### config.mk
export PLATFORM = sky130hd
export DESIGN_NAME = memory_controller
export DESIGN_NICKNAME = d
export VERILOG_FILES = /design/src/common/bus_pkg.sv /design/src/memory_controller/memory_controller.sv
export SDC_FILE = /design/constraint.sdc
export NUM_CORES = 1
export LEC_CHECK = 0
export BUFFER_PORTS_ARGS = -buffer_cell sky130_fd_sc_hd__buf_2
export CAP_MARGIN = 20
export CORE_AREA = 2 2 261 263
export DETAILED_ROUTE_END_ITERATION = 16
export DIE_AREA = 0 0 263 265
export PLACE_DENSITY_LB_ADDON = 0.2
export SLEW_MARGIN = 20
export SYNTH_ARGS = -nofsm -noshare
export SYNTH_HDL_FRONTEND = slang
export SYNTH_SLANG_ARGS = --single-unit
export TNS_END_PERCENT = 1
### constraint.sdc
create_clock -name vclk -period 2.7
set_input_delay 0.135 -clock vclk [all_inputs]
set_output_delay 0.135 -clock vclk [all_outputs]
set_load 0.005 [all_outputs]
### src/common/bus_pkg.sv
/*
  Bus package
  Widths of the 64-bit memory bus, the RAM word with its two views
  and the register index values of the machine timer
*/

package bus_pkg;

  localparam int byte_amnt = 8;   // Bytes per bus word
  localparam int data_width = 64; // Data and address width

  // One RAM word, read whole or written per byte lane
  typedef union packed {
    logic [data_width-1:0] dword;
    logic [byte_amnt-1:0][7:0] bytes;
  } ram_word_t;

  // Timer register index as seen on timer_adr
  localparam logic [1:0] timer_reg_msip = 2'd0;
  localparam logic [1:0] timer_reg_mtime = 2'd2;
  localparam logic [1:0] timer_reg_mtimecmp = 2'd3;

endpackage

### src/memory_controller/memory_controller.sv
/*
  Memory controller
  Wishbone address decoder between the CPU port and the boot ROM,
  data RAM and machine timer. Gates CYC/STB/WE/SEL with the chip
  selects and returns the selected ack and read data
*/

`timescale 1ns/1ps

module memory_controller #(
  parameter logic [bus_pkg::data_width-1:0] rom_base = 64'h0000_0000,
  parameter logic [bus_pkg::data_width-1:0] rom_end = 64'h00ff_ffff,
  parameter logic [bus_pkg::data_width-1:0] ram_base = 64'h0100_0000,
  parameter logic [bus_pkg::data_width-1:0] ram_end = 64'h04ff_ffff,
  parameter logic [bus_pkg::data_width-1:0] msip_addr = 64'hffff_ffc0,
  parameter logic [bus_pkg::data_width-1:0] mtime_addr = 64'hffff_ffe0,
  parameter logic [bus_pkg::data_width-1:0] mtimecmp_addr = 64'hffff_fff0
) (
  // CPU side
  input  logic cpu_cyc,
  input  logic cpu_stb,
  input  logic cpu_we,
  input  logic [bus_pkg::byte_amnt-1:0] cpu_sel,
  input  logic [bus_pkg::data_width-1:0] cpu_adr,
  input  logic [bus_pkg::data_width-1:0] cpu_dat_w,
  output logic cpu_ack,
  output logic [bus_pkg::data_width-1:0] cpu_dat_r,
  // Boot ROM
  input  logic rom_ack,
  input  logic [bus_pkg::data_width-1:0] rom_dat_r,
  output logic rom_cyc,
  output logic rom_stb,
  output logic [bus_pkg::data_width-1:0] rom_adr,
  // Data RAM
  input  logic ram_ack,
  input  logic [bus_pkg::data_width-1:0] ram_dat_r,
  output logic ram_cyc,
  output logic ram_stb,
  output logic ram_we,
  output logic [bus_pkg::byte_amnt-1:0] ram_sel,
  output logic [bus_pkg::data_width-1:0] ram_adr,
  output logic [bus_pkg::data_width-1:0] ram_dat_w,
  // Machine timer
  input  logic timer_ack,
  input  logic [bus_pkg::data_width-1:0] timer_dat_r,
  output logic timer_cyc,
  output logic timer_stb,
  output logic timer_we,
  output logic [1:0] timer_adr,
  output logic [bus_pkg::data_width-1:0] timer_dat_w
);

  logic rom_cs, ram_cs;
  logic msip_cs, mtime_cs, mtimecmp_cs, timer_cs;

  // Chip selects
  assign rom_cs = (cpu_adr >= rom_base) && (cpu_adr <= rom_end);
  assign ram_cs = (cpu_adr >= ram_base) && (cpu_adr <= ram_end);
  assign msip_cs = (cpu_adr == msip_addr);
  assign mtime_cs = (cpu_adr == mtime_addr);
  assign mtimecmp_cs = (cpu_adr == mtimecmp_addr);
  assign timer_cs = msip_cs | mtime_cs | mtimecmp_cs;

  assign rom_cyc = rom_cs & cpu_cyc;
  assign rom_stb = rom_cs & cpu_stb;
  assign rom_adr = cpu_adr - rom_base; // Offset into the ROM

  assign ram_cyc = ram_cs & cpu_cyc;
  assign ram_stb = ram_cs & cpu_stb;
  assign ram_we = ram_cs & cpu_we;
  assign ram_sel = {bus_pkg::byte_amnt{ram_cs}} & cpu_sel;
  assign ram_adr = cpu_adr - ram_base;
  assign ram_dat_w = cpu_dat_w;

  assign timer_cyc = timer_cs & cpu_cyc;
  assign timer_stb = timer_cs & cpu_stb;
  assign timer_we = timer_cs & cpu_we;
  assign timer_dat_w = cpu_dat_w;

  // Timer register index
  assign timer_adr = msip_cs  ? bus_pkg::timer_reg_msip
                   : mtime_cs ? bus_pkg::timer_reg_mtime
                   : bus_pkg::timer_reg_mtimecmp;

  // Unmapped addresses never see an ack
  assign cpu_ack = rom_cs   ? rom_ack
                 : ram_cs   ? ram_ack
                 : timer_cs ? timer_ack
                 : 1'b0;

  assign cpu_dat_r = rom_cs   ? rom_dat_r
                   : ram_cs   ? ram_dat_r
                   : timer_cs ? timer_dat_r
                   : '0;

endmodule

# After elaboration in Yosys (flattened, before gate mapping)
# Cells that the tools add are included.
# word_totals
elab_cells	29
reg_bits	0
out_inout_bits	339
inputBits	334
# op_classes
n_eq_ne	3
addsub	1
muxes	8
order_cmp	4
reduce_logical	2
n_bitwise	11
# ops
op	count
$eq 64x32->1 const B	3
$mux 64	3
$ge 64x1->1 const B	1
$ge 64x25->1 const B	1
$le 64x24->1 const B	1
$le 64x27->1 const B	1
$sub 64x25->64 const B	1
$and 1x1->1	8
$and 8x8->8	1
$mux 1	4
$logic_and 1x1->1	2
$mux 2	1
$or 1x1->1	2

# Logic depth before layout (Yosys ltp)
# Gate-level depths: netlist of run 1.
# depth
word_depth	6
ltp_mapped	10
depth_no_buf	7

# Worst setup path after synthesis of run 1
# Ideal clock, no wire load.
# synth_path
path_type	input -> output
start	input cpu_adr[26] (netlist bit)
end	output ram_adr[61] (netlist bit)
required_ns	2.565
stages	7
n_path_buf	2
arrival_time_ns	1.858
slack_ns	0.707
path_cell_list	buf_2 > or4_4 > buf_6 > or3_4 > nor3_4 > nand3b_1 > xnor2_1
# synth_via
elab_chain_len	1
# synth_lines
element	line_no	source
start, declared	memory_controller.sv:24	input logic [bus_pkg::data_width-1:0] cpu_adr,
$sub 64x25->64	memory_controller.sv:72	assign ram_adr = cpu_adr - ram_base;
end, declared	memory_controller.sv:41	output logic [bus_pkg::data_width-1:0] ram_adr,
# Every way passes these cells.

# Final worst setup path of run 1
# layout_path
start	input cpu_adr[27] (netlist bit)
end	output cpu_dat_r[57] (netlist bit)
# layout_via
elab_chain_len	6
elab_cells_between_ends	14
classes_between	order compare: 4; eq/ne: 3; mux: 3; bitwise: 2; reduce/logical: 2
# layout_lines
element	line_no	source
parallel branches: the longest is 5 deep, another holds $ge 64x25->1	-	
$mux 64 (*)	memory_controller.sv:91	assign cpu_dat_r = rom_cs ? rom_dat_r
end, declared	memory_controller.sv:27	output logic [bus_pkg::data_width-1:0] cpu_dat_r,
# Every way passes the cells marked *.

==> results.cfg, run 1 <==
[outcome]
status = completed

[power]
vdd_drop_max_mv = 0.0265
pwr_density_cell_nw_per_um2 = 89.0
power.leakage_uw = 0.00351
p_total_uw = 695

[placement]
place_congestion = 0.811
io_buffers = 481
dp_hpwl_um = 30600

[critical_path]
critPathTopFamily = simple AND/OR/NAND/NOR gates
crit_type = in -> out
critPathArrivalTime_ns = 2.49
critPathMaxStageDelay_ns = 0.51
cp_cell_sequence = buf_2, nor4_4, buf_4, nand4_1, o311a_4, buf_4, nor4_1, o22a_1, buf_2
critPathSlowestCell = nor4_1
critPathLaunchType = input port
cp.required_ns = 2.57
cp-end-kind = output pin
path_buf_inv = 4
crit_fanout = 21

[synthesis]
yosysWarnings = 0
synth_nets = 1132
synth_area_leader_cell = buf_4
synth.distinct_cells = 41
synth_area_um2 = 5300
syn_area_per_cell_um2 = 6.67
syn_inst = 794
synth_seq_area_share_pct = 0
synth_area_leaders = buf_4 31%, o22a_1 11%, o32ai_1 11%, nor4_1 9.2%, nand2b_1 8.2%
yosysTopAreaCellShare_pct = 30.6

[final_layout]
seqCellArea_um2 = 0
fin_nets = 1410
fin_util_pct = 11.7
final_common_cell = buf_2
seq_cells = 0
syn_to_final_growth_pct = 47.4
drive_gt1_share_pct = 55.6
clock_buffers = 0
final_cell_mix = 481 x buf_2, 83 x nand2_1, 76 x buf_4

[floorplan]
start_util_pct = 7.93
dieArea_um2 = 69700
num_rows = 95
io_pins = 673
coreArea_um2 = 66800
dieHeight_um = 265
die_w_um = 263

[global_routing]
grt_pass1_vias = 7367
grt_antenna_before_repair = 6
grt_pass1_wl_um = 50200
grt_usage_pct = 9.60
grt_max_degree = 51
overflow = 0

[sta]
fin_hold_ws_ns = 0.270
slew_viol_final = 0
finalSetupViolations = 0
post-route-period-util_pct = 97.1
max_slew.worst_pin.slew_ns = 0.728
grt_setup_unrepaired = yes
max_freq_mhz = 381
finalHoldViolCount = 0
min_period_ns = 2.62
timing.setup.tns_ns = 0
slew_headroom_pct = 51.0

[drt]
wirelength_um = 36000
postRouteAntennaNets = 0
dr.first_iter.drc_count = 288
drt-wirelength-per-cell_um = 18.5
via_per_inst = 3.62
via_count = 7038
firstDrtPassIters = 4
drc = 0

[job]
max-cap-violations = 0

[min_path]
min_path_type = in -> out

[clock_network]
post_cts_buffers = 0
routing by layer:
metal	GRT usage (%)	up-vias	wire length, um
li1	-	3250	-
met1	10.4	3257	13400
met2	18.3	441	18500
met3	1.88	84	2550
met4	3.77	6	1500
met5	0	-	44
layout make-up:
class / instances / area [um^2]
timing repair buffer: 568 / 3200
tap: 873 / 1090
antenna: 3 / 7.51
fill: 7905 / 59000
inverter: 6 / 22.5
multi-input combinational: 496 / 3490
power by group:
| group | switching [uW] | total, uW | internal, uW |
|---|---|---|---|
| registers | 0 | 0 | 0 |
| logic | 379 | 695 | 316 |
| clock network | 0 | 0.000103 | 0.000103 |
timing repair:
action,4_1_cts,5_1_grt
pin swaps,0,1
resized for setup,7,7
hold buffers,0,0
gates cloned,0,0
endpoints found under the setup margin,29,25
cell families after synthesis:
logic type / Yosys count / synth area share, %
AOI/OAI and AO/OA: 136 / 22.4
xor gates and xnor gates: 35 / 5.79
adders and majority gates: 4 / 0.945
buffers and inverters: 298 / 37.0
and+or+nand+nor: 321 / 33.9
cells in the mapped netlist (all sizes together), types with 6 or more instances:
cell type and instances:
and2 11, buf 230, clkbuf 62, inv 6, nand2 84, nand2b 69
nand4 13, nor2 21, nor3 12, nor4 79, o22a 65, o32ai 65
or3 12, xnor2 23, xor2 12
stage by stage:
stage                     cell area (um^2)  std cells  setup slack, ns
final                                 7810       1946           0.0774
after global routing                  7800       1945          -0.0681
after CTS                             7770       1943          0.00413
after detailed placement              7720       1943           -0.344
after global placement                7720       1943           -0.343
after floorplan                       5300        794            0.707
final timing paths:
| path | startpoint | end | slack, ns | depth (start not counted) |
|---|---|---|---|---|
| hold / removal | cpu_dat_w[20] | ram_dat_w[20] | 0.27 | 0 |
| setup / recovery | cpu_adr[27] | cpu_dat_r[57] | 0.08 | 9 |
Power figures use the tool's default switching activity.
==> run 2: changes to the inputs <==
Settings changed: PLACE_DENSITY set to 0.3, PLACE_DENSITY_LB_ADDON 0.2 to unset.
==> results.cfg, run 2 (synthesis gave the netlist of run 1 again) <==
[critical_path]
cp_cell_sequence = buf_2, or3_1, and4b_4, nand4_1, buf_12, nor4_2, o22a_1, buf_2
cp_common_cell = buf_2
critPathLaunchType = input port
crit_type = in -> out
crit_fanout = 66
cp.required_ns = 2.57
critPathTopFamily = simple AND/OR/NAND/NOR gates
critPathMaxStageDelay_ns = 0.49
critPathSlowestCell = nor4_2
critPathArrivalTime_ns = 2.54
cp-end-kind = output pin
path_buf_inv = 3

[final_layout]
seqCellArea_um2 = 0
final_common_cell = buf_2
fin_nets = 1402
nFillCells = 7931
syn_to_final_growth_pct = 46.6
final_cell_mix = 481 x buf_2, 83 x nand2_1, 68 x nand2b_1, 68 x buf_4, 67 x nor4_1
stdcell_count = 1938
fin_util_pct = 11.6
drive_gt1_share_pct = 55.4
clock_buffers = 0
fin_area_um2 = 7760
seq_cells = 0
multi_input_area_um2 = 3500

[power]
combPwrFrac_pct = 100.0
pwr_density_cell_nw_per_um2 = 90.5
p_int_uw = 318
p_seq_share_pct = 0
power.leakage_uw = 0.00348
pwr-share-clk_pct = 0
switching_power_uw = 384
switching_share_pct = 54.7
vdd_drop_max_mv = 0.0303

[placement]
place_congestion = 0.862
place_area_um2 = 7660
dp_cells = 1935
io_buffers = 481
place_ws_ns = -0.489
dp_hpwl_um = 30200

[floorplan]
coreArea_um2 = 66800
die_w_um = 263
io_pins = 673
num_rows = 95
dieHeight_um = 265
dieArea_um2 = 69700
start_util_pct = 7.93

[min_path]
min_to = ram_dat_w[60]
min_path_type = in -> out
hp-start = cpu_dat_w[60]
whs_path_depth = 0

[drt]
via_per_inst = 3.63
firstDrtPassIters = 5
postRouteAntennaNets = 0
drt-wirelength-per-cell_um = 18.8
drc = 0
via_count = 7026
dr.first_iter.drc_count = 235
wirelength_um = 36400

[job]
max-cap-violations = 0

[sta]
finalSetupViolations = 0
finalHoldViolCount = 0
max_freq_mhz = 374
setup_slack_ns = 0.0283
slew_viol_final = 0
post-route-period-util_pct = 99.0
grt_setup_unrepaired = yes
slew_headroom_pct = 50.8
max_slew.worst_pin.slew_ns = 0.738
min_period_ns = 2.67

[global_routing]
overflow = 0
grt_max_degree = 67
grt_usage_pct = 9.60
grt_pass1_wl_um = 50100
grt_pass1_vias = 7089
grt_antenna_before_repair = 8

[outcome]
status = completed
==> run 2: cell type report <==
type,count,share of cell area (%)
Multi-Input combinational cell,496,45.1
Antenna cell,3,0.0967
Tap cell,873,14.1
Inverter,6,0.290
Timing Repair Buffer,560,40.4
==> run 2: what timing repair did <==
item	4_1_cts	5_1_grt
hold buffers	0	0
endpoints found under the setup margin	81	9
resized for setup	8	8
setup buffers	0	0
==> run 2: routing by layer <==
layer / part of all wire [%] / track usage (%) / vias up
li1: - / - / 3232
met1: 37 / 10.2 / 3263
met2: 52 / 19.0 / 443
met3: 6.7 / 1.64 / 78
met4: 3.5 / 3.18 / 10
met5: 0.19 / 0 / -
==> run 2: per-stage QoR <==
stage	hold WS (ns)	setup TNS (ns)	total power [uW]
after floorplan	0.316	0	448
after global placement	0.270	-16.19	709
after detailed placement	0.270	-19.03	707
after CTS	0.270	0	717
after global routing	0.270	-0.0263	766
final	0.270	0	703
==> run 2: how the worst max path moves through the flow <==
stage                 from            end  slack, ns  cells after the start
6_report       cpu_adr[51]  cpu_dat_r[22]       0.03                      8
5_1_grt         cpu_adr[8]  cpu_dat_r[49]      -0.02                      9
4_1_cts         cpu_adr[8]  cpu_dat_r[18]     0.0008                      9
3_5_place_dp   cpu_adr[27]  cpu_dat_r[21]      -0.49                      8
3_3_place_gp   cpu_adr[45]     ram_sel[7]      -0.46                     10
2_1_floorplan  cpu_adr[26]    ram_adr[61]       0.71                      7
==> run 2: power groups by stage <==
stage	Sequential, uW	Combinational, uW	Clock [uW]
5_1_grt	0	766	0.0000495
4_1_cts	0	717	0
3_3_place_gp	0	709	0
6_report	0	703	0.000150
3_5_place_dp	0	707	0
2_1_floorplan	0	448	0
==> run 3: changes to the inputs <==
Settings changed: CORE_AREA 2 2 261 263 to 2 2 265 267, DIE_AREA 0 0 263 265 to 0 0 267 269.
Clock period 2.7 ns to 2.6 ns, I/O delays scaled along.
==> results.cfg, run 3 (synthesis gave the netlist of run 1 again) <==
[critical_path]
path_buf_inv = 3
crit_type = in -> out
cp_cell_sequence = buf_2, or3_1, and4b_4, nand4_1, or2_4, buf_12, o22a_1, buf_2
critPathLaunchType = input port
cp_common_cell = buf_2
critPathMaxStageDelay_ns = 0.44
cp-startpoint = cpu_adr[51]
critPathTopFamily = simple AND/OR/NAND/NOR gates
critPathSlowestCell = or3_1
cp.required_ns = 2.47
crit_fanout = 53
cp-end-kind = output pin
critPathArrivalTime_ns = 2.37

[sta]
grt_setup_unrepaired = yes
post-route-period-util_pct = 96.3
max_slew.worst_pin.slew_ns = 0.448
max_freq_mhz = 399
slew_headroom_pct = 69.9
min_period_ns = 2.50
slew_viol_final = 0
finalHoldViolCount = 0
finalSetupViolations = 0

[outcome]
status = completed

[global_routing]
grt_antenna_before_repair = 4
grt_pass1_vias = 7019
overflow = 0
grt_pass1_wl_um = 48300
grt_usage_pct = 9.15
grt_max_degree = 54

[placement]
io_buffers = 481
dp_hpwl_um = 31100
place_area_um2 = 7840
place_congestion = 0.802

[final_layout]
syn_to_final_growth_pct = 52.6
seqCellArea_um2 = 0
seq_cells = 0
fin_area_um2 = 8080
drive_gt1_share_pct = 57.7
clock_buffers = 0
final_cell_mix = 481 x buf_2, 83 x nand2_1, 80 x buf_4
fin_nets = 1417
final_common_cell = buf_2

[floorplan]
num_rows = 97
start_util_pct = 7.64
coreArea_um2 = 69300
dieHeight_um = 269
io_pins = 673
die_w_um = 267
dieArea_um2 = 71800

[power]
power.leakage_uw = 0.00357
p_total_uw = 751
vdd_drop_max_mv = 0.0427
pwr_density_cell_nw_per_um2 = 93.0

[drt]
drc = 0
wirelength_um = 36200
dr.first_iter.drc_count = 327
postRouteAntennaNets = 0
via_per_inst = 3.56
via_count = 7181
drt-wirelength-per-cell_um = 17.9
firstDrtPassIters = 5

[clock_network]
hold_buffers = 0

[min_path]
hp-start = cpu_dat_w[27]
min_path_type = in -> out

[job]
max-cap-violations = 0
## run 3: per-layer routing
| layer | vias to the layer above | track usage (%) | wire length (um) |
|---|---|---|---|
| met5 | - | 0 | 0 |
| met4 | 0 | 3.39 | 1420 |
| met3 | 74 | 1.28 | 2340 |
| met2 | 478 | 17.6 | 18600 |
| met1 | 3374 | 10.1 | 13900 |
| li1 | 3255 | - | - |
## run 3: path summary, 6_finish.rpt
path / endpoint / slack, ns / cells past startpoint
setup / recovery: cpu_dat_r[18] / 0.1 / 8
hold / removal: ram_dat_w[27] / 0.26 / 0
## run 3: per-stage QoR
stage          worst slack, ns  utilization (%)  hold WS, ns  TNS (ns)  cells
2_1_floorplan            0.617                -        0.306         0    794
3_3_place_gp            -0.312             11.3        0.260     -7.88   2016
3_5_place_dp            -0.329             11.3        0.260     -9.15   2016
4_1_cts               -0.00160             11.4        0.260  -0.00160   2017
5_1_grt                -0.0140             11.7        0.260   -0.0728   2018
6_report                0.0956             11.7        0.260         0   2018
## run 3: area by class of cell
cell class | count | area [um^2]
Inverter | 6 | 22.5
Timing Repair Buffer | 575 | 3260
Antenna cell | 1 | 2.50
Fill cell | 8156 | 61200
Tap cell | 940 | 1180
Multi-Input combinational cell | 496 | 3620
## run 3: power breakdown
| part | switching, uW | leakage (uW) | internal, uW |
|---|---|---|---|
| clock network | 0 | 0.00000000634 | 0.0000514 |
| logic | 411 | 0.00357 | 340 |
| registers | 0 | 0 | 0 |
## run 3: repair_timing
action,4_1_cts,5_1_grt
buffers inserted,1,0
setup endpoints to repair,79,47
pin swaps,1,2
resized for setup,11,27
