File: src/common/bus_pkg.sv
/*
  Bus package
  Widths of the 64-bit memory bus, the RAM word with its two views
  and the register index values of the machine timer
*/

package bus_pkg;

  localparam int byte_amnt = 8;   // Bytes per bus word
  localparam int data_width = 64; // Data and address width

  // One RAM word, read whole or written per byte lane
  typedef union packed {
    logic [data_width-1:0] dword;
    logic [byte_amnt-1:0][7:0] bytes;
  } ram_word_t;

  // Timer register index as seen on timer_adr
  localparam logic [1:0] timer_reg_msip = 2'd0;
  localparam logic [1:0] timer_reg_mtime = 2'd2;
  localparam logic [1:0] timer_reg_mtimecmp = 2'd3;

endpackage

File: src/logic/machine_timer.sv
/*
  Machine timer
  msip, mtime and mtimecmp behind a Wishbone port. mtime counts
  every clock; soft_irq follows msip and timer_irq flags mtime
  reaching mtimecmp
*/

`timescale 1ns/1ps

module machine_timer (
  input  logic clock,
  input  logic reset,
  input  logic cyc,
  input  logic stb,
  input  logic we,
  input  logic [1:0] adr,
  input  logic [bus_pkg::data_width-1:0] dat_w,
  output logic ack,
  output logic [bus_pkg::data_width-1:0] dat_r,
  output logic soft_irq,
  output logic timer_irq
);

  logic msip;
  logic [bus_pkg::data_width-1:0] mtime;
  logic [bus_pkg::data_width-1:0] mtimecmp;
  logic [bus_pkg::data_width-1:0] rd_value;
  logic access, wr;

  assign access = cyc & stb & ~ack;
  assign wr = access & we;

  // Register read mux
  always_comb begin
    case (adr)
      bus_pkg::timer_reg_msip:     rd_value = {{(bus_pkg::data_width-1){1'b0}}, msip};
      bus_pkg::timer_reg_mtime:    rd_value = mtime;
      bus_pkg::timer_reg_mtimecmp: rd_value = mtimecmp;
      default:                     rd_value = '0;
    endcase
  end

  always_ff @(posedge clock) begin
    if (reset) begin
      ack <= 1'b0;
      msip <= 1'b0;
      mtime <= '0;
      mtimecmp <= '1; // Keeps timer_irq low
      timer_irq <= 1'b0;
    end else begin
      ack <= access;
      if (wr && adr == bus_pkg::timer_reg_msip) begin
        msip <= dat_w[0];
      end
      if (wr && adr == bus_pkg::timer_reg_mtime) begin
        mtime <= dat_w;
      end else begin
        mtime <= mtime + 1'b1; // Free-running
      end
      if (wr && adr == bus_pkg::timer_reg_mtimecmp) begin
        mtimecmp <= dat_w;
      end
      timer_irq <= (mtime >= mtimecmp); // One cycle behind the compare
    end
  end

  always_ff @(posedge clock) begin
    dat_r <= rd_value;
  end

  assign soft_irq = msip;

endmodule

File: config.mk
export PLATFORM = sky130hd
export DESIGN_NAME = machine_timer
export DESIGN_NICKNAME = d
export VERILOG_FILES = /design/src/common/bus_pkg.sv /design/src/logic/machine_timer.sv
export SDC_FILE = /design/constraint.sdc
export NUM_CORES = 1
export LEC_CHECK = 0
export BUFFER_PORTS_ARGS = -buffer_cell sky130_fd_sc_hd__buf_2
export CORE_MARGIN = 3
export CORE_UTILIZATION = 55
export DETAILED_ROUTE_END_ITERATION = 7
export PLACE_DENSITY = 0.84
export SYNTH_ARGS = -nofsm -noshare
export SYNTH_HDL_FRONTEND = slang
export SYNTH_SLANG_ARGS = --single-unit
export TNS_END_PERCENT = 1
File: constraint.sdc
create_clock -name clock -period 2.2 [get_ports clock]
set_input_delay 0 -clock clock [delete_from_list [all_inputs] [get_ports clock]]
set_output_delay 0 -clock clock [all_outputs]
set_load 0.01 [all_outputs]
# After elaboration in Yosys (flattened, before gate mapping)
# Index checks and enable logic that the tools add are counted.
word_totals:
  regBits: 195
  in_bits: 71
  output_inout_bits: 67
classes:
  addsub: 1
  magnitude_cmp: 1
  n_eq_ne: 2
  n_mux: 2
  n_bitwise: 4
  reduce_logical: 4
op_table:
  columns: ["cell", "count"]
  rows:
  - ["$pmux W64 S3", 1]
  - ["$add A64 B1 Y64 const B", 1]
  - ["$ge A64 B64 Y1", 1]
  - ["$mux W64", 1]
  - ["$eq A2 B2 Y1 const B", 2]
  - ["$and A1 B1 Y1", 3]
  - ["$logic_and A1 B1 Y1", 3]
  - ["$logic_not A2 Y1", 1]
  - ["$not A1 Y1", 1]

# Logic depth before layout (Yosys ltp)
# Gate-level depths: netlist of run 1.
logic_depth:
  depth_word: 5
  depth_mapped: 8
  ltp_nobuf: 8

# Worst setup path after synthesis of run 1
# No wires, ideal clock.
synth_timing:
  path_type: "register to register"
  start: "register mtime[1] in the netlist's numbering"
  end: "register mtime[60] in the netlist's numbering"
  setup_ns: 0.079
  arrival_ns: 1.984
  slack_ns: 0.137
  stages_incl_launch_ff: 9
  path_buffers: 1
  cell_sequence: "dfxtp_1 -> ha_1 -> nand3_2 -> nor4_4 -> nand3_2 -> buf_6 -> nor4_2 -> xnor2_1 -> a211oi_2"
synth_via:
  elab_chain_len: 2
synth_rtl:
  columns: ["item", "line", "text"]
  rows:
  - ["start, declared", "machine_timer.sv:25", "logic [bus_pkg::data_width-1:0] mtime;"]
  - ["start signal, assigned", "machine_timer.sv:56", "mtime <= dat_w;"]
  - ["start signal, assigned", "machine_timer.sv:58", "mtime <= mtime + 1'b1;"]
  - ["$add A64 B1 Y64", "machine_timer.sv:58", null]
  - ["$mux W64", "machine_timer.sv:55", "if (wr && adr == bus_pkg::timer_reg_mtime) begin"]
# No other way between the ends.
# A chain may end at the register's enable or synchronous reset.

# Final worst setup path of run 1
layout_timing:
  start: "register mtimecmp[5] in the netlist's numbering"
  end: "register timer_irq"
layout_via:
  elab_chain_len: 1
layout_rtl:
  columns: ["item", "line", "text"]
  rows:
  - ["start, declared", "machine_timer.sv:26", "logic [bus_pkg::data_width-1:0] mtimecmp;"]
  - ["start signal, assigned", "machine_timer.sv:61", "mtimecmp <= dat_w;"]
  - ["$ge A64 B64 Y1", "machine_timer.sv:63", "timer_irq <= (mtime >= mtimecmp);"]
  - ["end signal, assigned", "machine_timer.sv:63", null]
  - ["end, declared", "machine_timer.sv:21", "output logic timer_irq"]
# No other way between the ends.

==> impl_metrics.env, run 1 <==
export IMPL_worstPathRequired_ns=2.50
export IMPL_die_w_um=138.4
export IMPL_clock_sinks=195
export IMPL_critPathCaptureType="flip-flop"
export IMPL_grt_remaining_overflow=0
export IMPL_synth_area_top_cells="dfxtp_1 41%, ha_1 8.4%, mux2i_1 6.6%"
export IMPL_cts_tree="yes"
export IMPL_r2r_end="timer_irq"
export IMPL_cp_common_cell="o21ai_0"
export IMPL_area_delta_synth_final_pct=27.35
export IMPL_cts_htree_levels=4
export IMPL_arrival_ns=2.54
export IMPL_core_area_um2=16880
export IMPL_syn_area_per_cell_um2=8.945
export IMPL_cellLeakagePower_nw=5.769
export IMPL_ys_seq_area_share_pct=40.52
export IMPL_synth_cells=1077
export IMPL_path_max_fanout=2
export IMPL_r2r_cells=8
export IMPL_r2r_start="mtimecmp[5]"
export IMPL_detail_route_antenna_nets=0
export IMPL_ys_seq_elements=195
export IMPL_grtUsageMet1_pct=35.61
export IMPL_min_delay_path_depth=2
export IMPL_critical_path_class="flip-flop to flip-flop"
export IMPL_grt_pass1_vias=8730
export IMPL_port_buffers=137
export IMPL_layout_setup_ws_ns=-0.04066
export IMPL_grt_max_degree=108
export IMPL_synth_edf_count=0
export IMPL_power_switching_mw=1.840
export IMPL_wl_per_cell_um=17.47
export IMPL_max_cap_violations=0
export IMPL_combPwrFrac_pct=10.5
export IMPL_grt_usage_pct=27.34
export IMPL_period_share_pct=101.8
export IMPL_fillers=1150
export IMPL_rows=47
export IMPL_grtUsageMet3_pct=4.800
export IMPL_rsz0062_at_grt="true"
export IMPL_gp_congestion=0.8608
export IMPL_insertion_delay_ns=0.43
export IMPL_hold_violations=0
export IMPL_max_vdd_ir_drop_mv=0.5763
export IMPL_setup_tns_final_ns=-0.04066
export IMPL_dpl_worst_slack_ns=-0.3965
export IMPL_synth_cell_types=54
export IMPL_switching_share_pct=24.75
export IMPL_violations="negative setup slack"
export IMPL_synthTopCellsByCount="195 x dfxtp_1, 105 x nand2_1, 79 x nor2_1"
export IMPL_antenna_cells=0
export IMPL_holdPathEnd="soft_irq"
export IMPL_p_int_mw=5.593
export IMPL_path_clk_slew_ns=0.07
export IMPL_dieHeight_um=138.4
export IMPL_crit_path_start_kind="flip-flop"
export IMPL_skew_ns=0.009372
export IMPL_io_pins=138
export IMPL_synth_top_flop_cell="dfxtp_1"
export IMPL_slowest_stage="dfxtp_1"
export IMPL_setup_viol_count_final=1
export IMPL_start_util_pct=57.08
export IMPL_hp_class="input pin to flip-flop"
export IMPL_crit_chain="inv_1, ha_1, a21oi_1, o21ai_0, a221o_1, o31a_1, a2111oi_4, o21ai_0"
export IMPL_final_max_slew_viol_count=0
export IMPL_r2r_slack_ns=-0.04
export IMPL_drc=0
export IMPL_period_minus_slack_ns=2.241
export IMPL_p_clk_share_pct=39.4
export IMPL_root_buffer="clkbuf_16"
export IMPL_synthesis_nets=1213
export IMPL_sequentialPowerShare_pct=50.0
export IMPL_drt_pass1_iterations=5
export IMPL_drt_iter0_markers=687
export IMPL_fin_total_pwr_mw=7.433
export IMPL_cts_max_path_buffers=2
export IMPL_fin_nets=1442
export IMPL_timing_slew_headroom_pct=60.02
export IMPL_grt_busiest_layer="met2"
export IMPL_worst_slew_pin_slew_ns=0.5996
export IMPL_die_area_um2=19140
export IMPL_power_density_nw_per_um2=605.8
export IMPL_vias_per_cell=5.770
export IMPL_hpwlAfterDp_um=17210
export IMPL_cp_slowest_stage_delay_ns=0.35
export IMPL_hold_slack_ns=0.04605
export IMPL_numCtsBuffers=17
export IMPL_post_synth_top_area_cell="dfxtp_1"
export IMPL_antenna_found_initial=0
export IMPL_met2_usage_pct=45.76
export IMPL_totalWireLength_um=26870
export IMPL_vias=8874
export IMPL_synthArstFlopShare_pct=0
export IMPL_yosysWarnings=0
export IMPL_fmax_mhz=446.3
export IMPL_drive_gt1_share_pct=20.79
export IMPL_hold_start="reset"
export IMPL_grt_pass1_wl_um=43610
export IMPL_status="finished, violations left"
export IMPL_synth_top_area_share_pct=40.52
export IMPL_netlist_area_um2=9634
export IMPL_cts_setup_buffers=0
export IMPL_synth_most_common_cell="dfxtp_1"
==> cells by family after synthesis <==
group | Yosys count | share of synthesized area [%]
compound gates | 192 | 14.01
xor+xnor | 53 | 4.818
fa+ha+maj | 65 | 8.442
buf+inv | 136 | 5.390
flops | 195 | 40.52
mux | 64 | 6.649
simple gates | 372 | 20.17
==> cell usage in the layout, fill, tap and decap left out, drive strengths merged, types with 2 or more instances in the layout <==
cell type and count:
buf 205, dfxtp 195, nand2 106, nor2 80, inv 77, dlygate4sd3 66
nor2b 65, o211ai 65, ha 65, mux2i 64, a211oi 56, nand3 32
xnor2 30, nand4 28, a21oi 27, xor2 23, o21ai 21, clkbuf 20
nor3 16, nor4 15, a311oi 9, or3 8, and3 8, clkinv 6
a21o 4, or2 3, or4 3, and4 3, clkinvlp 2, a2111oi 2
==> worst max-delay path by stage <==
stage,start,to,cells after the start
after floorplan,mtime[1],mtime[60],8
after global placement,mtimecmp[7],timer_irq,8
after detailed placement,mtime[6],timer_irq,7
after CTS,mtime[7],timer_irq,7
after global routing,mtimecmp[7],timer_irq,8
final,mtimecmp[5],timer_irq,8
==> metrics by stage <==
step	area [µm²]	instances	utilization (%)
floorplan	9634	1077	-
global placement	10950	1441	64.88
detailed placement	10950	1441	64.88
CTS	12190	1538	72.21
global route	12270	1538	72.70
finish	12270	1538	72.70
==> cell type report <==
class                           instances  area (µm²)  share of cell area, %
Clock buffer                           20       436.7                  3.559
Clock inverter                         11       107.6                 0.8770
Inverter                               75       281.5                  2.295
Multi-Input combinational cell        746        5324                  43.39
Sequential cell                       195        3910                  31.87
Tap cell                              220       275.3                  2.244
Timing Repair Buffer                  271        1934                  15.77
==> registers in the layout, indices dropped and copies added (netlist names) <==
register / cells
soft_irq: 1
mtimecmp: 64
timer_irq: 1
ack: 1
dat_r: 64
mtime: 64
==> power by group through the flow <==
| stage | clock network [mW] | logic, mW | registers [mW] |
|---|---|---|---|
| 6_report | 2.93 | 0.783 | 3.72 |
| 5_1_grt | 3.09 | 0.846 | 3.73 |
| 4_1_cts | 2.95 | 0.762 | 3.72 |
| 3_5_place_dp | 0 | 0.666 | 3.79 |
| 3_3_place_gp | 0 | 0.654 | 3.79 |
| 2_1_floorplan | 0 | 0.316 | 3.84 |
==> critical path: cells and delay by family (launching register included) <==
kind                     cells  cell delay, ns
AO/OA/AOI/OAI                6            1.40
adder cells (fa/ha/maj)      1            0.30
buffers and inverters        1            0.08
flip-flops                   1            0.35
==> per-layer routing <==
layer | up-vias | wire length (µm)
met5 | - | 0
met4 | 0 | 759
met3 | 66 | 1699
met2 | 367 | 12880
met1 | 4193 | 11530
li1 | 4248 | -
==> timing repair <==
item | CTS | global route
setup endpoints to repair | 3 | 29
hold buffers | 66 | 0
gates resized for setup | 5 | 18
endpoints found under the hold margin | 130 | 0
pin swaps | 0 | 1
gates cloned | 0 | 0
No activity file was read; power rests on OpenSTA's default activity.
==> run 2, diff against run 1 <==
--- a/config.mk
+++ b/config.mk
@@ -7,9 +7,11 @@
 export LEC_CHECK = 0
 export BUFFER_PORTS_ARGS = -buffer_cell sky130_fd_sc_hd__buf_2
 export CORE_MARGIN = 3
-export CORE_UTILIZATION = 55
+export CORE_UTILIZATION = 58
 export DETAILED_ROUTE_END_ITERATION = 7
-export PLACE_DENSITY = 0.84
+export GPL_TIMING_DRIVEN = 0
+export PLACE_DENSITY = 0.88
+export SLEW_MARGIN = 30
 export SYNTH_ARGS = -nofsm -noshare
 export SYNTH_HDL_FRONTEND = slang
 export SYNTH_SLANG_ARGS = --single-unit
==> run 2 against run 1 <==
Critical path depth stayed put. Design area is 1.1% lower. Sequential power hardly changed. The run still ends with negative setup slack left. Die area is 5.0% lower. Worst setup slack worse by 0.19 ns. Fmax is 7.8% lower. Utilization is 2.8 points higher. Via count is 9.2% higher. Non-clock buffer count is 1 higher. Global-route usage is 7.0 points higher.
==> impl_metrics.env, run 2 (synthesized netlist as in run 1, its figures left out) <==
export IMPL_vias=9694
export IMPL_critical_path_buf_inv_count=1
export IMPL_wl_met1_um=11890
export IMPL_drc=0
export IMPL_wl_per_cell_um=20.90
export IMPL_layout_setup_ws_ns=-0.2314
export IMPL_die_w_um=134.9
export IMPL_fmax_mhz=411.3
export IMPL_status="finished, violations left"
export IMPL_cp_slowest_stage_delay_ns=0.63
export IMPL_port_buffers=136
export IMPL_grt_pass1_wl_um=48800
export IMPL_skew_ns=0.008793
export IMPL_crit_family="compound AO/OA/AOI/OAI gates"
export IMPL_start_util_pct=60.00
export IMPL_setup_viol_count_final=51
export IMPL_crit_path_start_kind="flip-flop"
export IMPL_cts_max_path_buffers=2
export IMPL_cts_tree="yes"
export IMPL_vias_per_cell=6.311
export IMPL_die_area_um2=18190
export IMPL_mostFrequentLayoutCells="171 x dfxtp_1, 139 x buf_2, 104 x nand2_1"
export IMPL_hp_class="input pin to flip-flop"
export IMPL_dpl_cell_count=1429
export IMPL_routed_top_layer="met5"
export IMPL_path_clk_slew_ns=0.07
export IMPL_crit_chain="inv_1, ha_1, nand4_1, nor4_1, a21boi_0, o31a_1, a2111oi_4, o21ai_2"
export IMPL_totalWireLength_um=32100
export IMPL_holdPathEnd="soft_irq"
export IMPL_core_area_um2=16060
export IMPL_antenna_cells=0
export IMPL_period_share_pct=110.5
export IMPL_hpwlAfterDp_um=20030
export IMPL_drive_gt1_share_pct=19.62
export IMPL_top_regs="dat_r: 64 flops, mtime: 64 flops, mtimecmp: 64 flops"
export IMPL_combPwrFrac_pct=10.4
export IMPL_grt_remaining_overflow=0
export IMPL_fin_nets=1443
export IMPL_hold_start="we"
export IMPL_path_max_fanout=3
export IMPL_grt_max_degree=19
export IMPL_slowest_stage="nor4_1"
export IMPL_clock_sinks=195
export IMPL_antenna_found_initial=1
export IMPL_power_density_nw_per_um2=625.0
export IMPL_violations="negative setup slack"
export IMPL_dpl_worst_slack_ns=-0.7721
export IMPL_detail_route_antenna_nets=0
export IMPL_hold_violations=0
export IMPL_r2r_slack_ns=-0.23
export IMPL_cp_depth=8
export IMPL_worstPathRequired_ns=2.58
export IMPL_p_int_mw=5.550
export IMPL_numCtsBuffers=17
export IMPL_fin_total_pwr_mw=7.581
export IMPL_max_cap_violations=0
export IMPL_critical_path_class="flip-flop to flip-flop"
export IMPL_fin_cells=1536
export IMPL_worst_slew_pin_slew_ns=1.041
export IMPL_mostFrequentLayoutCell="dfxtp_1"
export IMPL_insertion_delay_ns=0.45
export IMPL_switching_share_pct=26.79
export IMPL_p_clk_share_pct=40.3
export IMPL_arrival_ns=2.81
export IMPL_cts_htree_levels=4
export IMPL_cellLeakagePower_nw=5.638
export IMPL_timing_slew_headroom_pct=30.60
export IMPL_max_vdd_ir_drop_mv=0.6344
export IMPL_final_max_slew_viol_count=0
export IMPL_area_delta_synth_final_pct=25.91
export IMPL_power_switching_mw=2.031
export IMPL_wl_met2_um=14550
export IMPL_period_minus_slack_ns=2.431
export IMPL_grt_usage_pct=34.30
export IMPL_drt_iter0_markers=1236
export IMPL_dieHeight_um=134.9
export IMPL_setup_tns_final_ns=-1.903
export IMPL_critPathCaptureType="flip-flop"
export IMPL_hold_slack_ns=0.1309
export IMPL_io_pins=138
export IMPL_rows=46
export IMPL_min_delay_path_depth=5
export IMPL_rsz0062_at_grt="true"
export IMPL_wl_met3_um=3492
export IMPL_r2r_start="mtimecmp[13]"
export IMPL_grt_pass1_vias=9318
export IMPL_gp_congestion=0.9561
export IMPL_drt_pass1_iterations=6
export IMPL_root_buffer="clkbuf_16"
export IMPL_sequentialPowerShare_pct=49.4
export IMPL_r2r_cells=8
export IMPL_r2r_end="timer_irq"
[run 2: cell count changes in the layout (fill, tap and decap cells not counted), moves of 4 or more]
cell / previous run / this run
nor4_1: 2 / 6
dfxtp_1: 190 / 171
clkbuf_1: 3 / 43
dfxtp_4: 0 / 6
inv_6: 2 / 6
nor4_2: 10 / 4
clkbuf_2: 0 / 13
dfxtp_2: 5 / 18
buf_4: 63 / 8
buf_12: 6 / 0
[run 2: timing repair]
| item | 4_1_cts | 5_1_grt |
|---|---|---|
| setup endpoints to repair | 127 | 113 |
| resized for setup | 37 | 43 |
| pin swaps | 6 | 6 |
| setup buffers | 6 | 2 |
| endpoints found under the hold margin | 131 | 0 |
| hold buffers | 68 | 0 |
[run 2: worst max path at each step]
stage | startpoint | to
final | mtimecmp[13] | timer_irq
after global routing | mtime[23] | mtime[60]
after CTS | mtime[9] | mtime[27]
after detailed placement | mtime[7] | timer_irq
after global placement | mtime[7] | timer_irq
after floorplan | mtime[1] | mtime[60]
[run 2: area by class of cell]
type / instances / area (µm²)
multi-input combinational: 746 / 5389
sequential: 195 / 3949
inverter: 75 / 281.5
fill: 966 / 3928
timing repair buffer: 212 / 1421
buffer: 60 / 252.7
clock buffer: 19 / 452.9
tap: 216 / 270.3
clock inverter: 13 / 113.9
[run 2: layer usage]
layer | global-route usage (%) | up-vias
met4 | 19.40 | 2
met5 | 0 | -
li1 | - | 4265
met3 | 7.191 | 202
met2 | 55.31 | 760
met1 | 42.74 | 4465
[run 2: worst register-to-register path, stage by stage (launching register included)]
cell and delay [ns]:
dfxtp_1 0.34, inv_1 0.09, ha_1 0.30, nand4_1 0.18
nor4_1 0.63, a21boi_0 0.33, o31a_1 0.25, a2111oi_4 0.07
o21ai_2 0.18
[run 2: power by group through the flow]
| stage | combinational, mW | sequential (mW) | clock [mW] |
|---|---|---|---|
| detailed placement | 0.647 | 3.81 | 0 |
| global placement | 0.636 | 3.81 | 0 |
| floorplan | 0.316 | 3.84 | 0 |
| global route | 0.832 | 3.75 | 3.18 |
| finish | 0.786 | 3.74 | 3.05 |
| CTS | 0.746 | 3.74 | 3.04 |
[run 2: per-stage QoR]
stage	util [%]	cell area, µm²
floorplan	-	9634
global placement	65.92	10590
detailed placement	65.93	10590
CTS	74.89	12030
global route	75.54	12130
finish	75.54	12130
